`config.mk`:
```
export PLATFORM = sky130hd
export DESIGN_NAME = packet_buffer_top
export DESIGN_NICKNAME = d
export VERILOG_FILES = /design/src/common/pbuf_pkg.sv /design/src/source/frame_len_check.sv /design/src/axis_fifo/axis_fifo.sv /design/src/source/frame_stats.sv /design/src/source/packet_buffer_top.sv
export SDC_FILE = /design/constraint.sdc
export NUM_CORES = 1
export LEC_CHECK = 0
export ABC_AREA = 1
export BUFFER_PORTS_ARGS = -buffer_cell sky130_fd_sc_hd__buf_2
export CAP_MARGIN = 20
export CORE_MARGIN = 3
export CORE_UTILIZATION = 55
export DETAILED_ROUTE_END_ITERATION = 16
export GPL_ROUTABILITY_DRIVEN = 0
export PLACE_DENSITY = 0.73
export SLEW_MARGIN = 40
export SYNTH_ARGS = -nofsm -noshare
export SYNTH_HDL_FRONTEND = slang
export SYNTH_SLANG_ARGS = --single-unit
```
`constraint.sdc`:
```
create_clock -name clk -period 2.6 [get_ports clk]
set_input_delay 0.39 -clock clk [delete_from_list [all_inputs] [get_ports clk]]
set_output_delay 0.39 -clock clk [all_outputs]
set_load 0.05 [all_outputs]
```
`src/common/pbuf_pkg.sv`:
```
`default_nettype none

package pbuf_pkg;

  // FIFO depth is 2**FIFO_ADDR_WIDTH beats
  localparam int FIFO_ADDR_WIDTH = 4;

  // Legal frame length range in beats
  localparam int MIN_FRAME_LEN = 2;
  localparam int MAX_FRAME_LEN = 12;

  localparam int LEN_WIDTH  = 6; // Beat counter, saturating
  localparam int STAT_WIDTH = 8;

  // One byte-wide stream beat
  typedef struct packed {
    logic [7:0] data;
    logic       last; // Frame end
    logic       bad;  // Discards the frame when set on the last beat
  } stream_beat_t;

  typedef struct packed {
    logic [STAT_WIDTH-1:0] good_frames;
    logic [STAT_WIDTH-1:0] bad_frames;
    logic [STAT_WIDTH-1:0] overflow_frames;
  } frame_stats_t;

endpackage

`default_nettype wire

```
`src/source/frame_len_check.sv`:
```
`timescale 1ns/1ps
`default_nettype none

module frame_len_check (
  input  wire                         clk,
  input  wire                         rst,
  input  wire pbuf_pkg::stream_beat_t s_beat,
  input  wire                         s_valid,
  output logic                        s_ready,
  output pbuf_pkg::stream_beat_t      m_beat,
  output logic                        m_valid,
  input  wire                         m_ready
);

  logic [pbuf_pkg::LEN_WIDTH-1:0] beat_cnt;  // Beats accepted so far in this frame
  logic [pbuf_pkg::LEN_WIDTH-1:0] frame_len; // Count including the current beat
  logic                           len_bad;
  logic                           xfer;

  assign xfer = s_valid && m_ready;

  // Saturate so very long frames still read as oversized
  assign frame_len = (&beat_cnt) ? beat_cnt : beat_cnt + 1'b1;

  assign len_bad = (frame_len < pbuf_pkg::MIN_FRAME_LEN) ||
                   (frame_len > pbuf_pkg::MAX_FRAME_LEN);

  always_ff @(posedge clk) begin
    if (rst) begin
      beat_cnt <= '0;
    end else if (xfer) begin
      if (s_beat.last) begin
        beat_cnt <= '0;
      end else begin
        beat_cnt <= frame_len;
      end
    end
  end

  // Pass through with only the bad flag rewritten
  always_comb begin
    m_beat     = s_beat;
    m_beat.bad = s_beat.last && len_bad; // Input bad field ignored
  end

  assign m_valid = s_valid;
  assign s_ready = m_ready;

endmodule

`default_nettype wire

```
`src/axis_fifo/axis_fifo.sv`:
```
`timescale 1ns/1ps
`default_nettype none

module axis_fifo #(
  parameter type beat_t = pbuf_pkg::stream_beat_t
) (
  input  wire        clk,
  input  wire        rst,
  input  wire beat_t s_beat,
  input  wire        s_valid,
  output logic       s_ready,
  output beat_t      m_beat,
  output logic       m_valid,
  input  wire        m_ready,
  output logic       status_overflow,
  output logic       status_good_frame,
  output logic       status_bad_frame
);

  typedef logic [pbuf_pkg::FIFO_ADDR_WIDTH:0] ptr_t; // Extra wrap bit

  beat_t mem [2**pbuf_pkg::FIFO_ADDR_WIDTH];

  ptr_t  wr_ptr;      // Committed frames end here
  ptr_t  wr_ptr_next;
  ptr_t  wr_ptr_cur;  // Write position inside the current frame
  ptr_t  wr_ptr_cur_next;
  ptr_t  rd_ptr;
  ptr_t  rd_ptr_next;

  beat_t rd_data;     // Memory read register
  logic  rd_valid;
  logic  rd_valid_next;
  beat_t m_beat_reg;
  logic  m_valid_reg;
  logic  m_valid_next;

  logic  full;
  logic  full_cur;
  logic  full_wr;
  logic  empty;
  logic  write;
  logic  read;
  logic  store_output;

  logic  drop_frame;
  logic  drop_frame_next;
  logic  overflow_next;
  logic  good_frame_next;
  logic  bad_frame_next;

  // Same index on the opposite lap
  function automatic logic lap_apart(input ptr_t a, input ptr_t b);
    return a == (b ^ {1'b1, {pbuf_pkg::FIFO_ADDR_WIDTH{1'b0}}});
  endfunction

  assign full     = lap_apart(wr_ptr, rd_ptr);
  assign full_cur = lap_apart(wr_ptr_cur, rd_ptr);
  assign full_wr  = lap_apart(wr_ptr_cur, wr_ptr); // Frame longer than the depth
  assign empty    = wr_ptr == rd_ptr;

  assign s_ready = !full;

  // Frames commit on their last beat
  always_comb begin
    write           = 1'b0;
    drop_frame_next = drop_frame;
    overflow_next   = 1'b0;
    good_frame_next = 1'b0;
    bad_frame_next  = 1'b0;
    wr_ptr_next     = wr_ptr;
    wr_ptr_cur_next = wr_ptr_cur;
    if (s_valid && s_ready) begin
      if (full_cur || full_wr || drop_frame) begin
        // No room left, swallow the rest of the frame
        drop_frame_next = 1'b1;
        if (s_beat.last) begin
          wr_ptr_cur_next = wr_ptr;
          drop_frame_next = 1'b0;
          overflow_next   = 1'b1;
        end
      end else begin
        write           = 1'b1;
        wr_ptr_cur_next = wr_ptr_cur + 1'b1;
        if (s_beat.last) begin
          if (s_beat.bad) begin
            wr_ptr_cur_next = wr_ptr; // Roll back
            bad_frame_next  = 1'b1;
          end else begin
            wr_ptr_next     = wr_ptr_cur + 1'b1;
            good_frame_next = 1'b1;
          end
        end
      end
    end
  end

  always_ff @(posedge clk) begin
    if (rst) begin
      wr_ptr            <= '0;
      wr_ptr_cur        <= '0;
      drop_frame        <= 1'b0;
      status_overflow   <= 1'b0;
      status_good_frame <= 1'b0;
      status_bad_frame  <= 1'b0;
    end else begin
      wr_ptr            <= wr_ptr_next;
      wr_ptr_cur        <= wr_ptr_cur_next;
      drop_frame        <= drop_frame_next;
      status_overflow   <= overflow_next;
      status_good_frame <= good_frame_next;
      status_bad_frame  <= bad_frame_next;
    end
    if (write) begin
      mem[wr_ptr_cur[pbuf_pkg::FIFO_ADDR_WIDTH-1:0]] <= s_beat;
    end
  end

  // Refill the read register when it empties or moves on
  always_comb begin
    read          = 1'b0;
    rd_ptr_next   = rd_ptr;
    rd_valid_next = rd_valid;
    if (store_output || !rd_valid) begin
      if (!empty) begin
        read          = 1'b1;
        rd_valid_next = 1'b1;
        rd_ptr_next   = rd_ptr + 1'b1;
      end else begin
        rd_valid_next = 1'b0;
      end
    end
  end

  always_ff @(posedge clk) begin
    if (rst) begin
      rd_ptr   <= '0;
      rd_valid <= 1'b0;
    end else begin
      rd_ptr   <= rd_ptr_next;
      rd_valid <= rd_valid_next;
    end
    if (read) begin
      rd_data <= mem[rd_ptr[pbuf_pkg::FIFO_ADDR_WIDTH-1:0]];
    end
  end

  // Output register
  always_comb begin
    store_output = 1'b0;
    m_valid_next = m_valid_reg;
    if (m_ready || !m_valid_reg) begin
      store_output = 1'b1;
      m_valid_next = rd_valid;
    end
  end

  always_ff @(posedge clk) begin
    if (rst) begin
      m_valid_reg <= 1'b0;
    end else begin
      m_valid_reg <= m_valid_next;
    end
    if (store_output) begin
      m_beat_reg <= rd_data;
    end
  end

  assign m_valid = m_valid_reg;
  assign m_beat  = m_beat_reg;

endmodule

`default_nettype wire

```
`src/source/frame_stats.sv`:
```
`timescale 1ns/1ps
`default_nettype none

module frame_stats (
  input  wire                    clk,
  input  wire                    rst,
  input  wire                    good_frame,
  input  wire                    bad_frame,
  input  wire                    overflow_frame,
  output pbuf_pkg::frame_stats_t stats
);

  // Stick at all ones instead of wrapping
  function automatic logic [pbuf_pkg::STAT_WIDTH-1:0] sat_inc(
    input logic [pbuf_pkg::STAT_WIDTH-1:0] v
  );
    return (&v) ? v : v + 1'b1;
  endfunction

  pbuf_pkg::frame_stats_t stats_reg;

  always_ff @(posedge clk) begin
    if (rst) begin
      stats_reg <= '0;
    end else begin
      if (good_frame) begin
        stats_reg.good_frames <= sat_inc(stats_reg.good_frames);
      end
      if (bad_frame) begin
        stats_reg.bad_frames <= sat_inc(stats_reg.bad_frames);
      end
      if (overflow_frame) begin
        stats_reg.overflow_frames <= sat_inc(stats_reg.overflow_frames);
      end
    end
  end

  assign stats = stats_reg;

endmodule

`default_nettype wire

```
`src/source/packet_buffer_top.sv`:
```
`timescale 1ns/1ps
`default_nettype none

module packet_buffer_top (
  input  wire                         clk,
  input  wire                         rst,
  input  wire pbuf_pkg::stream_beat_t in_beat,
  input  wire                         in_valid,
  output logic                        in_ready,
  output pbuf_pkg::stream_beat_t      out_beat,
  output logic                        out_valid,
  input  wire                         out_ready,
  output pbuf_pkg::frame_stats_t      stats
);

  pbuf_pkg::stream_beat_t chk_beat; // Checked beat, bad flag set
  logic                   chk_valid;
  logic                   chk_ready;
  logic                   good_pulse;
  logic                   bad_pulse;
  logic                   ovf_pulse;

  frame_len_check u_len_check (
    .clk     (clk),
    .rst     (rst),
    .s_beat  (in_beat),
    .s_valid (in_valid),
    .s_ready (in_ready),
    .m_beat  (chk_beat),
    .m_valid (chk_valid),
    .m_ready (chk_ready)
  );

  axis_fifo #(
    .beat_t (pbuf_pkg::stream_beat_t)
  ) u_fifo (
    .clk               (clk),
    .rst               (rst),
    .s_beat            (chk_beat),
    .s_valid           (chk_valid),
    .s_ready           (chk_ready),
    .m_beat            (out_beat),
    .m_valid           (out_valid),
    .m_ready           (out_ready),
    .status_overflow   (ovf_pulse),
    .status_good_frame (good_pulse),
    .status_bad_frame  (bad_pulse)
  );

  frame_stats u_stats (
    .clk            (clk),
    .rst            (rst),
    .good_frame     (good_pulse),
    .bad_frame      (bad_pulse),
    .overflow_frame (ovf_pulse),
    .stats          (stats)
  );

endmodule

`default_nettype wire

```
==> run_results.csv <==
group,metric,value,unit
outcome,status,"finished, final reports clean",
final_layout,nFillCells,1301,
synthesis,synthFlopType,"edfxtp_1",
job,cap_violations,0,
critical_path,r2r_end,"u_fifo.mem[1][0]",
hold_path,hp-class,"in -> reg",
synthesis,yosysMostFrequentCell,"edfxtp_1",
clock_tree,numCtsBuffers,24,
final_layout,n_antenna_cell,0,
sta,maxSlewViolCount,0,
sta,max_freq,468,MHz
route,ant_nets,0,
die,dieWidth,139,um
critical_path,r2r_slack,0.46,ns
die,die_y,139,um
global_routing,grt_pass1_wl,32.9,mm
critical_path,critical_path.top_delay_family,"simple AND/OR/NAND/NOR gates",
power_and_ir_drop,total_power,0.0108,W
critical_path,reg2regPathDepth,11,
final_layout,drive_gt1_share,14.7,%
die,num_rows,47,
global_routing,grt_max_degree,84,
critical_path,path_common_cell,"nand2_1",
critical_path,rr_startpoint,"u_len_check.beat_cnt[1]",
critical_path,crit_fanout,17,
power_and_ir_drop,leakagePower,4.16,nW
synthesis,synth.area.top_cells,"edfxtp_1, dfxtp_1, nor2_1",
synthesis,ys_seq_area_share,66.3,%
critical_path,path_class,"reg -> reg",
sta,finalSetupViolCount,0,
final_layout,largest_register_ffs,160,
synthesis,synthesis.area,9700,um2
critical_path,crit_chain,"ha_1 -> nand2_1 -> inv_2 -> nand2_1 -> nand2_1 -> nand2_1 -> nand2_1 -> nand2_1 -> nand2_2 -> nand2_4 -> inv_1",
sta,final.min_clock_period,2.14,ns
route,wire_per_inst,17.6,um
critical_path,start_kind,"register",
hold_path,hold_depth,4,
synthesis,synthDominantCellAreaShare,55.7,%
route,drc,0,
critical_path,setup.worst_path.end,"u_fifo.mem[1][0]",
power_and_ir_drop,ir_drop,770,uV
sta,period_share,82.1,%
clock_tree,hold_buffers,0,
die,initial_core_util,57.3,%
die,die-area,19300,um2
global_routing,grt_pass1_vias,6372,
clock_tree,clkTransAtPathRegs,0.06,ns
clock_tree,post_cts_buffers,0,
critical_path,crit_path_end_kind,"register",
sta,finalWorstSetupSlack,0.465,ns
power_and_ir_drop,powerDensity,979,nW/um2
clock_tree,cts.repair.resized,0,
sta,skew,0.0123,ns
clock_tree,cts_tree,"done",
synthesis,syn_inst,870,
placement,portBuffers,48,
synthesis,synth_top_cells_by_count,"edfxtp_1, nor2_1, nand2_1",
global_routing,antenna_found_initial,0,
critical_path,cp_num_buf_inv,2,
critical_path,slowest_stage,"dfxtp_1",
clock_tree,cts.sinks,231,
route,vias,6601,
clock_tree,cts_buffer_depth,3,
placement,hpwl,13.0,mm
sta,hold_viol_final,0,
final_layout,area_growth,14.2,%
clock_tree,clk_latency,0.51,ns
global_routing,overflow,0,
route,drt_iter0_drc,479,
placement,dpl.cell_count,1133,
sta,rsz0062_at_grt,"no",
critical_path,cp.depth,11,
final_layout,fin_util,65.4,%
die,ioPinCount,50,
synthesis,synth_edf_count,180,
synthesis,yosysTopAreaCell,"edfxtp_1",
sta,fin_tns_setup,0,ns
die,core_area,16900,um2
clock_tree,htree_levels,1,
synthesis,postSynthAreaPerCell,11.1,um2
critical_path,worst_ep_arrival_time,2.38,ns
final_layout,fin_cells,1178,
clock_tree,clockRootBuffer,"clkbuf_16",
synthesis,async_reset_ff_share,0,%
global_routing,track_usage,21.1,%
sta,max_slew_margin,52.7,%
route,vias_per_cell,5.60,
placement,pre_cts_slack,0.486,ns
final_layout,nNetsFinal,963,
synthesis,synth_seq_cells,231,
synthesis,ys_types,42,
synthesis,synth_nets,893,
critical_path,critPathMaxStageDelay,0.41,ns
critical_path,critPathLaunch,"u_len_check.beat_cnt[1]",
sta,max_slew.worst_pin.slew,0.707,ns
route,wl,20.7,mm
critical_path,cp.required,2.84,ns
synthesis,ys_warn_count,0,
route,drtPass1Iterations,5,
==> worst min path at each step <==
stage                                  from          endpoint
after floorplan           u_fifo.rd_data[0]  u_fifo.m_beat[0]
after global placement    u_fifo.rd_data[2]  u_fifo.m_beat[2]
after detailed placement  u_fifo.rd_data[1]  u_fifo.m_beat[1]
after CTS                         out_ready   u_fifo.rd_valid
after global routing              out_ready   u_fifo.rd_valid
final                             out_ready   u_fifo.rd_valid
==> worst register-to-register path: cells and delay by family (launching register included) <==
kind | cells | cell delay (ns)
and+or+nand+nor | 8 | 0.74
buffers and inverters | 2 | 0.48
adders and majority gates | 1 | 0.23
DFF | 1 | 0.41
==> placed cells by master (no fill, tap or decap), types with 7 or more instances in the layout <==
cell type	netlist	routed
buf_4	2	29
nand2_2	7	7
o221ai_1	14	14
a21oi_1	33	33
nor2_1	141	141
buf_2	9	48
edfxtp_1	180	180
inv_2	6	7
mux2i_1	14	14
nand2_1	124	124
xor2_1	13	13
o32ai_1	26	26
o21ai_0	65	65
inv_1	57	56
dfxtp_1	51	49
ha_1	9	9
nor3_1	9	8
clkbuf_16	0	25
nand3_1	31	31
==> layout make-up <==
type / instances / area (um2) / area share [%]
tap: 220 / 275 / 2.48
multi-input combinational: 538 / 2870 / 25.9
inverter: 65 / 251 / 2.27
sequential: 231 / 6430 / 58.0
clock inverter: 13 / 85.1 / 0.768
timing repair buffer: 80 / 518 / 4.68
clock buffer: 31 / 648 / 5.85
==> routing by layer <==
metal | vias up | global-route usage, % | share of wire, %
met5 | - | 0 | 0
met4 | 0 | 7.26 | 3.0
met3 | 44 | 3.24 | 6.4
met2 | 211 | 34.9 | 48
met1 | 3132 | 28.8 | 43
li1 | 3214 | - | -
==> report_power, final <==
group	leakage, nW	internal [W]	total (W)	switching, W
logic	1.73	0.000876	0.00292	0.00204
clock network	0.355	0.00185	0.00319	0.00134
registers	2.07	0.00451	0.00474	0.000227
total	4.16	0.00724	0.0108	0.00361
==> through the flow <==
stage	hold WS, ns	cell area, um2
detailed placement	0.414	10300
CTS	0.212	11100
global placement	0.402	10300
global route	0.250	11100
floorplan	0.400	9700
finish	0.224	11100
==> kinds of logic (layout without fill, tap and decap cells) <==
| group | Yosys count | after routing | synth area share [%] |
|---|---|---|---|
| simple gates | 339 | 339 | 15.2 |
| buf+inv | 101 | 189 | 4.18 |
| compound gates | 157 | 157 | 10.1 |
| mux | 14 | 14 | 1.44 |
| fa+ha+maj | 9 | 9 | 1.16 |
| flops | 231 | 231 | 66.3 |
| xor+xnor | 19 | 19 | 1.72 |
No activity file was read; power rests on OpenSTA's default activity.
